$ cat src/logic/rename_defines.svh
////////////////////
// sizing for the rename block, 32 arch and 64 phys registers
// the free list depth is phys minus arch, so keep them 2:1 sized
// CKPT_W must cover NUM_CKPT exactly (power of two)
////////////////////
`ifndef RENAME_DEFINES_SVH
`define RENAME_DEFINES_SVH

// register file sizes
`define NUM_ARCH_REGS 32
`define NUM_PHYS_REGS 64

// branch checkpoints open at once
`define NUM_CKPT 4
`define CKPT_W 2

// displaced-tag buffer, one entry per tag in flight
`define AL_DEPTH 32

`endif

$ cat src/logic/rename_pkg.sv
////////////////////
// shared types for the rename block
// tag and index widths follow rename_defines.svh
////////////////////
`include "rename_defines.svh"

package rename_pkg;

    typedef logic [$clog2(`NUM_ARCH_REGS)-1:0] arch_reg_t;
    typedef logic [$clog2(`NUM_PHYS_REGS)-1:0] phys_tag_t;
    typedef logic [`CKPT_W-1:0] ckpt_id_t;

    // one decoded instruction, as strobes from decode
    typedef struct packed {
        logic      valid;
        logic      uses_rs;
        arch_reg_t rs;
        logic      uses_rt;
        arch_reg_t rt;
        logic      uses_rw;
        arch_reg_t rw;
        logic      is_branch;
    } rename_req_t;

    // registered rename result, one cycle after the request
    typedef struct packed {
        logic      valid;
        phys_tag_t rs_tag;
        phys_tag_t rt_tag;
        phys_tag_t rw_tag;
        phys_tag_t old_tag;
        logic      rs_ready;
        logic      rt_ready;
        ckpt_id_t  ckpt_id;
    } rename_rsp_t;

    typedef struct packed {
        logic      valid;
        phys_tag_t tag;
    } wb_t;

    // always about the oldest open branch
    typedef struct packed {
        logic valid;
        logic mispredict;
    } resolve_t;

    typedef enum logic {
        st_run,
        st_recover
    } ctrl_state_e;

endpackage

$ cat src/logic/free_list.sv
////////////////////
// circular buffer of free tags, reset holds 32..63 in order
// pointers carry a wrap bit so full and empty differ
// alloc while empty is not checked here, stall covers it
////////////////////
`timescale 1ns/100ps
`include "rename_defines.svh"

module free_list (
    input  logic                 clk,
    input  logic                 rst_n,
    input  logic                 alloc,
    input  logic                 push,
    input  rename_pkg::phys_tag_t push_tag,
    input  logic                 ckpt_save,
    input  rename_pkg::ckpt_id_t save_id,
    input  logic                 ckpt_restore,
    input  rename_pkg::ckpt_id_t restore_id,
    output rename_pkg::phys_tag_t new_tag,
    output logic                 fl_empty
);

    localparam int DEPTH = `NUM_PHYS_REGS - `NUM_ARCH_REGS;
    localparam int PTR_W = $clog2(DEPTH) + 1;

    rename_pkg::phys_tag_t mem [DEPTH];
    logic [PTR_W-1:0] head;
    logic [PTR_W-1:0] tail;
    logic [PTR_W-1:0] count;
    logic [PTR_W-1:0] head_next;
    logic [PTR_W-1:0] tail_next;
    // head as seen after this cycle's alloc, one per checkpoint
    logic [PTR_W-1:0] saved_head [`NUM_CKPT];

    // wrap bit makes the difference an exact occupancy
    assign count    = tail - head;
    assign fl_empty = (count == '0);
    assign new_tag  = mem[head[PTR_W-2:0]];

    assign head_next = head + PTR_W'(alloc);
    assign tail_next = tail + PTR_W'(push);

    always_ff @(posedge clk or negedge rst_n) begin
        if (!rst_n) begin
            head <= '0;
            tail <= PTR_W'(DEPTH);
            for (int i = 0; i < DEPTH; i++) begin
                mem[i] <= rename_pkg::phys_tag_t'(`NUM_ARCH_REGS + i);
            end
        end else begin
            if (push) begin
                mem[tail[PTR_W-2:0]] <= push_tag;
            end
            tail <= tail_next;
            // restore rewinds head, count follows from the live tail
            if (ckpt_restore) begin
                head <= saved_head[restore_id];
            end else begin
                head <= head_next;
            end
        end
    end

    // snapshot includes the branch's own allocation
    always_ff @(posedge clk) begin
        if (ckpt_save) begin
            saved_head[save_id] <= head_next;
        end
    end

endmodule

$ cat src/logic/active_list.sv
////////////////////
// displaced tags in program order, oldest popped on commit
// depth matches the free list, so it cannot overflow
////////////////////
`timescale 1ns/100ps
`include "rename_defines.svh"

module active_list (
    input  logic                 clk,
    input  logic                 rst_n,
    input  logic                 alloc,
    input  rename_pkg::phys_tag_t old_tag,
    input  logic                 commit,
    input  logic                 ckpt_save,
    input  rename_pkg::ckpt_id_t save_id,
    input  logic                 ckpt_restore,
    input  rename_pkg::ckpt_id_t restore_id,
    output logic                 pop_valid,
    output rename_pkg::phys_tag_t pop_tag
);

    localparam int PTR_W = $clog2(`AL_DEPTH) + 1;

    rename_pkg::phys_tag_t mem [`AL_DEPTH];
    logic [PTR_W-1:0] head;
    logic [PTR_W-1:0] tail;
    logic [PTR_W-1:0] tail_next;
    logic             empty;
    logic [PTR_W-1:0] saved_tail [`NUM_CKPT];

    assign empty     = (head == tail);
    assign tail_next = tail + PTR_W'(alloc);

    // pop goes straight to the free list push
    assign pop_valid = commit && !empty;
    assign pop_tag   = mem[head[PTR_W-2:0]];

    always_ff @(posedge clk or negedge rst_n) begin
        if (!rst_n) begin
            head <= '0;
            tail <= '0;
        end else begin
            if (pop_valid) begin
                head <= head + 1'b1;
            end
            // truncate younger entries back to the branch
            if (ckpt_restore) begin
                tail <= saved_tail[restore_id];
            end else begin
                tail <= tail_next;
            end
        end
    end

    // payload storage, no reset needed
    always_ff @(posedge clk) begin
        if (alloc) begin
            mem[tail[PTR_W-2:0]] <= old_tag;
        end
    end

    // tail after the branch's own entry
    always_ff @(posedge clk) begin
        if (ckpt_save) begin
            saved_tail[save_id] <= tail_next;
        end
    end

endmodule

$ cat src/logic/map_table.sv
////////////////////
// arch to phys map, identity after reset
// sources read the map before this cycle's write
////////////////////
`timescale 1ns/100ps
`include "rename_defines.svh"

module map_table (
    input  logic                    clk,
    input  logic                    rst_n,
    input  rename_pkg::rename_req_t dec,
    input  logic                    alloc,
    input  rename_pkg::phys_tag_t   new_tag,
    input  logic                    ckpt_save,
    input  rename_pkg::ckpt_id_t    save_id,
    input  logic                    ckpt_restore,
    input  rename_pkg::ckpt_id_t    restore_id,
    output rename_pkg::phys_tag_t   rs_tag,
    output rename_pkg::phys_tag_t   rt_tag,
    output rename_pkg::phys_tag_t   old_tag
);

    rename_pkg::phys_tag_t map_q [`NUM_ARCH_REGS];
    rename_pkg::phys_tag_t map_upd [`NUM_ARCH_REGS];
    rename_pkg::phys_tag_t snap [`NUM_CKPT][`NUM_ARCH_REGS];

    // lookups from the current map
    assign rs_tag  = map_q[dec.rs];
    assign rt_tag  = map_q[dec.rt];
    assign old_tag = map_q[dec.rw];

    // map with this cycle's destination applied
    always_comb begin
        map_upd = map_q;
        if (alloc) begin
            map_upd[dec.rw] = new_tag;
        end
    end

    always_ff @(posedge clk or negedge rst_n) begin
        if (!rst_n) begin
            for (int i = 0; i < `NUM_ARCH_REGS; i++) begin
                map_q[i] <= rename_pkg::phys_tag_t'(i);
            end
        end else if (ckpt_restore) begin
            // whole snapshot back in one cycle
            map_q <= snap[restore_id];
        end else begin
            map_q <= map_upd;
        end
    end

    // branch snapshot sees its own rw update
    always_ff @(posedge clk) begin
        if (ckpt_save) begin
            snap[save_id] <= map_upd;
        end
    end

endmodule

$ cat src/logic/busy_table.sv
////////////////////
// pending-writeback bit per phys tag
// ready flags use the table before this cycle's writeback
////////////////////
`timescale 1ns/100ps
`include "rename_defines.svh"

module busy_table (
    input  logic                  clk,
    input  logic                  rst_n,
    input  logic                  alloc,
    input  rename_pkg::phys_tag_t new_tag,
    input  rename_pkg::wb_t       wb,
    input  rename_pkg::phys_tag_t rs_tag,
    input  rename_pkg::phys_tag_t rt_tag,
    input  logic                  ckpt_save,
    input  rename_pkg::ckpt_id_t  save_id,
    input  logic                  ckpt_restore,
    input  rename_pkg::ckpt_id_t  restore_id,
    output logic                  rs_ready,
    output logic                  rt_ready
);

    logic [`NUM_PHYS_REGS-1:0] busy_q;
    logic [`NUM_PHYS_REGS-1:0] busy_next;
    logic [`NUM_CKPT-1:0][`NUM_PHYS_REGS-1:0] snap;

    assign rs_ready = !busy_q[rs_tag];
    assign rt_ready = !busy_q[rt_tag];

    // clear on writeback, set on allocation
    always_comb begin
        busy_next = busy_q;
        if (wb.valid) begin
            busy_next[wb.tag] = 1'b0;
        end
        if (alloc) begin
            busy_next[new_tag] = 1'b1;
        end
    end

    always_ff @(posedge clk or negedge rst_n) begin
        if (!rst_n) begin
            busy_q <= '0;
        end else if (ckpt_restore) begin
            // AND keeps writebacks done after the checkpoint
            busy_q <= snap[restore_id] & busy_next;
        end else begin
            busy_q <= busy_next;
        end
    end

    always_ff @(posedge clk) begin
        if (ckpt_save) begin
            snap[save_id] <= busy_next;
        end
    end

endmodule

$ cat src/logic/rename_ctrl.sv
////////////////////
// checkpoint stack and stall for the rename block
// resolve must name the oldest open branch
// one recover cycle follows every mispredict
////////////////////
`timescale 1ns/100ps
`include "rename_defines.svh"

module rename_ctrl (
    input  logic                    clk,
    input  logic                    rst_n,
    input  rename_pkg::rename_req_t dec,
    input  rename_pkg::resolve_t    resolve,
    input  logic                    fl_empty,
    output logic                    alloc,
    output logic                    ckpt_save,
    output rename_pkg::ckpt_id_t    save_id,
    output logic                    ckpt_restore,
    output rename_pkg::ckpt_id_t    restore_id,
    output logic                    rsp_valid,
    output logic                    stall
);

    localparam logic [`CKPT_W:0] CKPT_FULL = `NUM_CKPT;

    rename_pkg::ctrl_state_e state;
    // wr_idx is the next free slot, rd_idx the oldest open branch
    rename_pkg::ckpt_id_t    wr_idx;
    rename_pkg::ckpt_id_t    rd_idx;
    logic [`CKPT_W:0]        open_cnt;
    logic                    accept;
    logic                    mispredict;
    logic                    resolve_ok;

    // resolve with nothing open is dropped
    assign mispredict = resolve.valid && resolve.mispredict && (open_cnt != '0);
    assign resolve_ok = resolve.valid && !resolve.mispredict && (open_cnt != '0);

    assign stall = (state == rename_pkg::st_recover)
                 || fl_empty
                 || (open_cnt == CKPT_FULL);

    // a request next to a mispredict is wrong-path, drop it
    assign accept = dec.valid && !stall && !mispredict;

    assign rsp_valid    = accept;
    assign alloc        = accept && dec.uses_rw;
    assign ckpt_save    = accept && dec.is_branch;
    assign save_id      = wr_idx;
    assign ckpt_restore = mispredict;
    assign restore_id   = rd_idx;

    always_ff @(posedge clk or negedge rst_n) begin
        if (!rst_n) begin
            state    <= rename_pkg::st_run;
            wr_idx   <= '0;
            rd_idx   <= '0;
            open_cnt <= '0;
        end else begin
            case (state)
                rename_pkg::st_run: begin
                    if (mispredict) begin
                        state <= rename_pkg::st_recover;
                    end
                end
                rename_pkg::st_recover: begin
                    state <= rename_pkg::st_run;
                end
                default: begin
                    state <= rename_pkg::st_run;
                end
            endcase

            if (mispredict) begin
                // oldest branch and all younger ones are gone
                wr_idx   <= rd_idx;
                open_cnt <= '0;
            end else begin
                if (ckpt_save) begin
                    wr_idx <= wr_idx + 1'b1;
                end
                if (resolve_ok) begin
                    rd_idx <= rd_idx + 1'b1;
                end
                // save and pop together leave the count alone
                case ({ckpt_save, resolve_ok})
                    2'b10: open_cnt <= open_cnt + 1'b1;
                    2'b01: open_cnt <= open_cnt - 1'b1;
                    default: open_cnt <= open_cnt;
                endcase
            end
        end
    end

endmodule

$ cat src/logic/register_rename.sv
////////////////////
// rename top, one-cycle latency from dec to rsp
// rw_tag and old_tag are only meaningful when rw is used
////////////////////
`timescale 1ns/100ps

module register_rename (
    input  logic                    clk,
    input  logic                    rst_n,
    input  rename_pkg::rename_req_t dec,
    input  rename_pkg::wb_t         wb,
    input  logic                    commit,
    input  rename_pkg::resolve_t    resolve,
    output rename_pkg::rename_rsp_t rsp,
    output logic                    stall
);

    logic                  alloc;
    logic                  ckpt_save;
    logic                  ckpt_restore;
    logic                  rsp_valid;
    logic                  fl_empty;
    logic                  pop_valid;
    logic                  rs_ready;
    logic                  rt_ready;
    rename_pkg::ckpt_id_t  save_id;
    rename_pkg::ckpt_id_t  restore_id;
    rename_pkg::phys_tag_t new_tag;
    rename_pkg::phys_tag_t pop_tag;
    rename_pkg::phys_tag_t rs_tag;
    rename_pkg::phys_tag_t rt_tag;
    rename_pkg::phys_tag_t old_tag;

    rename_ctrl u_ctrl (
        .clk          (clk),
        .rst_n        (rst_n),
        .dec          (dec),
        .resolve      (resolve),
        .fl_empty     (fl_empty),
        .alloc        (alloc),
        .ckpt_save    (ckpt_save),
        .save_id      (save_id),
        .ckpt_restore (ckpt_restore),
        .restore_id   (restore_id),
        .rsp_valid    (rsp_valid),
        .stall        (stall)
    );

    // committed displaced tags feed the free list tail
    free_list u_free_list (
        .clk          (clk),
        .rst_n        (rst_n),
        .alloc        (alloc),
        .push         (pop_valid),
        .push_tag     (pop_tag),
        .ckpt_save    (ckpt_save),
        .save_id      (save_id),
        .ckpt_restore (ckpt_restore),
        .restore_id   (restore_id),
        .new_tag      (new_tag),
        .fl_empty     (fl_empty)
    );

    active_list u_active_list (
        .clk          (clk),
        .rst_n        (rst_n),
        .alloc        (alloc),
        .old_tag      (old_tag),
        .commit       (commit),
        .ckpt_save    (ckpt_save),
        .save_id      (save_id),
        .ckpt_restore (ckpt_restore),
        .restore_id   (restore_id),
        .pop_valid    (pop_valid),
        .pop_tag      (pop_tag)
    );

    map_table u_map_table (
        .clk          (clk),
        .rst_n        (rst_n),
        .dec          (dec),
        .alloc        (alloc),
        .new_tag      (new_tag),
        .ckpt_save    (ckpt_save),
        .save_id      (save_id),
        .ckpt_restore (ckpt_restore),
        .restore_id   (restore_id),
        .rs_tag       (rs_tag),
        .rt_tag       (rt_tag),
        .old_tag      (old_tag)
    );

    busy_table u_busy_table (
        .clk          (clk),
        .rst_n        (rst_n),
        .alloc        (alloc),
        .new_tag      (new_tag),
        .wb           (wb),
        .rs_tag       (rs_tag),
        .rt_tag       (rt_tag),
        .ckpt_save    (ckpt_save),
        .save_id      (save_id),
        .ckpt_restore (ckpt_restore),
        .restore_id   (restore_id),
        .rs_ready     (rs_ready),
        .rt_ready     (rt_ready)
    );

    // output register, same edge as all rename state
    always_ff @(posedge clk or negedge rst_n) begin
        if (!rst_n) begin
            rsp <= '0;
        end else begin
            rsp.valid    <= rsp_valid;
            rsp.rs_tag   <= rs_tag;
            rsp.rt_tag   <= rt_tag;
            rsp.rw_tag   <= new_tag;
            rsp.old_tag  <= old_tag;
            rsp.rs_ready <= rs_ready;
            rsp.rt_ready <= rt_ready;
            // checkpoint the instruction falls under, its own for a branch
            rsp.ckpt_id  <= save_id;
        end
    end

endmodule

$ cat config.mk
export PLATFORM = sky130hd
export DESIGN_NAME = register_rename
export DESIGN_NICKNAME = d
export VERILOG_FILES = /design/src/logic/rename_pkg.sv /design/src/logic/free_list.sv /design/src/logic/active_list.sv /design/src/logic/map_table.sv /design/src/logic/busy_table.sv /design/src/logic/rename_ctrl.sv /design/src/logic/register_rename.sv
export VERILOG_INCLUDE_DIRS = /design/src /design/src/logic
export SDC_FILE = /design/constraint.sdc
export NUM_CORES = 2
export LEC_CHECK = 0
export BUFFER_PORTS_ARGS = -buffer_cell sky130_fd_sc_hd__buf_2
export CAP_MARGIN = 20
export CORE_ASPECT_RATIO = 0.5
export CORE_MARGIN = 2
export CORE_UTILIZATION = 53
export DETAILED_ROUTE_END_ITERATION = 8
export PLACE_DENSITY = 0.68
export SYNTH_ARGS = -nofsm -noshare
export SYNTH_HDL_FRONTEND = slang
export SYNTH_SLANG_ARGS = --single-unit
$ cat constraint.sdc
create_clock -name clk -period 8.6 [get_ports clk]
set_input_delay 0.43 -clock clk [delete_from_list [all_inputs] [get_ports clk]]
set_output_delay 0.43 -clock clk [all_outputs]
set_load 0.02 [all_outputs]
==> results.json <==
{
  "start_kind": "flop",
  "cp.arrival_ps": 6000,
  "die_x_um": 540.1,
  "multiInputGateArea_um2": 23990,
  "yosys_warnings": 0,
  "drv_slew": 0,
  "dr.pass1.iters": 5,
  "cap_violations": 0,
  "fin_crit_ps": 5323,
  "slowest_delay_ps": 870,
  "tightest_slew_ps": 1108,
  "ctsLongestPathBuffers": 4,
  "setup_tns_ps": 0,
  "reg2reg_slack_ps": 3280,
  "worstPathCellList": "buf_4 > inv_1 > ha_1 > nor2b_1 > o21a_1 > or3_1 > a311oi_2 > buf_4 > nand4_1 > buf_4 > nor2_1 > mux2_2 > mux2_2",
  "clock-sinks": 1773,
  "place_ws_ps": 3269,
  "insertion_delay_ps": 800,
  "ir_drop_uv": 312.4,
  "yosys_register_bits": 1773,
  "fmax_ghz": 0.1879,
  "cts_resized": 0,
  "htree_levels": 4,
  "drive_gt1_share_pct": 36.20,
  "fin_skew_ps": 56.70,
  "setup_ws_ps": 3277,
  "antenna_found_initial": 5,
  "path_max_fanout": 52,
  "clk_root_buffer_cell": "clkbuf_16",
  "r2r_start": "u_free_list.head[1]$_DFF_PN0_",
  "postCtsSetupBuffers": 0,
  "status": "complete, no violations",
  "worstHoldEndpoint": "u_active_list.head[0]$_DFFE_PN0P_",
  "port_buffers": 59,
  "synth.net_count": 4232,
  "final_cell_mix": "1264 x edfxtp_1, 558 x mux4_2, 415 x mux2_2",
  "num_rows": 98,
  "synthCells": 4182,
  "overflow": 0,
  "final_common_cell": "edfxtp_1",
  "hp-class": "input port to flop",
  "syn2layout_area_growth_pct": 9.804,
  "cts.reportedPaths.clkPinSlew_ps": 60,
  "cts_tree": "built",
  "syn_area_per_cell_um2": 18.21,
  "grt_pass1_wl_um": 274600,
  "worstPathRequired_ps": 9280,
  "wl_per_cell_um": 29.43,
  "gp_congestion": 0.8385,
  "min_period_over_period_pct": 61.90,
  "synth_edf_count": 1264,
  "antenna_left": 0,
  "synth_flop_cell": "edfxtp_1",
  "setup_viol": 0,
  "numCtsBuffers": 163,
  "worstSetupPathType": "flop to flop",
  "whs_ps": 77.29,
  "die_y_um": 272.1,
  "cp_common_cell": "buf_4",
  "start_util_pct": 53.36,
  "boundaryPins": 62,
  "hold_viol_final": 0,
  "r2r_cells": 13,
  "grt_max_degree": 167,
  "p_leak_nw": 28.52,
  "fin_nets": 4252,
  "vias": 40730,
  "synth.distinct_cells": 54,
  "ys_seq_area_share_pct": 66.87,
  "wl_um": 183400,
  "ys_async_sr_fraction_pct": 28.71,
  "drc": 0,
  "hpwl_um": 108700,
  "track_usage_pct": 25.14,
  "dieArea_um2": 146900,
  "seq_area_um2": 50950,
  "rsz0062_at_grt": "false",
  "nFillCells": 10480,
  "worstSetupEndpointType": "flop",
  "cts_hold_buf": 1,
  "hp-start": "commit",
  "core-area_um2": 142700,
  "slowest_stage": "nor2_1",
  "slew_headroom_pct": 26.13,
  "drtIter0Drc": 3984,
  "r2r-end": "u_map_table.map_q[145]$_DFF_PN1_",
  "grt_pass1_vias": 42000,
  "synth.cell_area_um2": 76170,
  "avgViaCountPerCell": 6.537,
  "powerDensity_nw_per_um2": 359.7,
  "hold_depth": 3
}
where the power goes:
group / switching, mW / internal (mW) / leakage [nW]
clock network: 3.16 / 4.00 / 2.55
registers: 1.16 / 11.9 / 17.7
logic: 5.64 / 4.24 / 8.32
worst max-delay path, delay by kind of cell, from the launching register on:
kind | cells | cell delay [ps]
AOI/OAI and AO/OA | 2 | 510
adders and majority gates | 1 | 310
buffers and inverters | 4 | 1480
DFF | 1 | 340
muxes | 2 | 730
and+or+nand+nor | 4 | 1820
registers in the layout, summed over array words and instances (netlist names), 6 cells and up:
name,flops
rsp,29
u_active_list.head,6
u_active_list.mem,192
u_active_list.saved_tail,24
u_active_list.tail,6
u_busy_table.busy_q,64
u_busy_table.snap,256
u_free_list.head,6
u_free_list.mem,192
u_free_list.saved_head,24
u_free_list.tail,6
u_map_table.map_q,192
u_map_table.snap,768
cell usage after synthesis (all sizes together) (9+ instances only):
| cell type | n | area, um^2 |
|---|---|---|
| dfstp | 193 | 5071 |
| nand3b | 11 | 82.58 |
| a221oi | 16 | 152.7 |
| o21ai | 156 | 780.8 |
| nand3 | 31 | 155.2 |
| nor2 | 302 | 1141 |
| nor3 | 86 | 430.4 |
| o21a | 65 | 488.0 |
| xnor2 | 20 | 175.2 |
| dfrtp | 316 | 7908 |
| edfxtp | 1264 | 37960 |
| mux2 | 415 | 4673 |
| nand2 | 158 | 593.1 |
| buf | 87 | 506.7 |
| mux4 | 568 | 12830 |
| nand4 | 13 | 81.33 |
| xor2 | 10 | 87.58 |
| mux2i | 82 | 845.8 |
| clkbuf | 186 | 700.7 |
| nor2b | 9 | 58.81 |
| o31ai | 88 | 660.6 |
| ha | 17 | 212.7 |
| inv | 20 | 75.07 |
how the worst max path moves through the flow:
stage / end / depth (start not counted) / startpoint
after floorplan: u_active_list.saved_tail[0][0]$_DFFE_PP_ / 11 / u_free_list.head[1]$_DFF_PN0_
after global placement: u_map_table.map_q[109]$_DFF_PN0_ / 13 / u_free_list.head[1]$_DFF_PN0_
after detailed placement: u_map_table.map_q[109]$_DFF_PN0_ / 13 / u_free_list.head[1]$_DFF_PN0_
after CTS: u_busy_table.snap[212]$_DFFE_PP_ / 9 / u_free_list.head[0]$_DFF_PN0_
after global routing: u_busy_table.snap[212]$_DFFE_PP_ / 9 / u_free_list.head[0]$_DFF_PN0_
final: u_map_table.map_q[145]$_DFF_PN1_ / 13 / u_free_list.head[1]$_DFF_PN0_
metal layers:
layer / up-vias / routed length, um / GRT usage, %
met3: 306 / 14370 / 5.421
met4: 4 / 4726 / 6.896
li1: 16790 / - / -
met1: 21970 / 78480 / 36.54
met2: 1667 / 85750 / 38.97
met5: - / 34 / 0
area by class of cell:
class	instances	share of cell area (%)
sequential	1773	60.92
tap	1900	2.843
antenna	2	0.005984
multi-input combinational	2115	28.69
clock buffer	225	5.509
timing repair buffer	128	1.237
clock inverter	67	0.7046
inverter	21	0.09425
kinds of logic (layout without fill, tap and decap cells):
| kind of cell | after synthesis | after routing | share of synthesized area, % |
|---|---|---|---|
| AND/OR/NAND/NOR | 656 | 656 | 3.752 |
| other | 0 | 2 | 0 |
| adder cells (fa/ha/maj) | 18 | 18 | 0.3055 |
| AO/OA/AOI/OAI | 346 | 346 | 2.944 |
| XOR/XNOR | 30 | 30 | 0.3450 |
| buffers and inverters | 294 | 441 | 1.689 |
| flip-flops | 1773 | 1773 | 66.87 |
| multiplexers | 1065 | 1065 | 24.09 |
through the flow:
step / instance area (um^2) / cells / total power, mW / utilization [%]
after floorplan: 76170 / 4182 / 19.81 / -
after CTS: 83620 / 6228 / 30.20 / 58.58
after global placement: 78400 / 5934 / 22.67 / 54.93
after global routing: 83630 / 6231 / 31.38 / 58.60
after detailed placement: 78410 / 5935 / 23.04 / 54.94
final: 83630 / 6231 / 30.08 / 58.60
No activity file was read; power rests on OpenSTA's default activity.
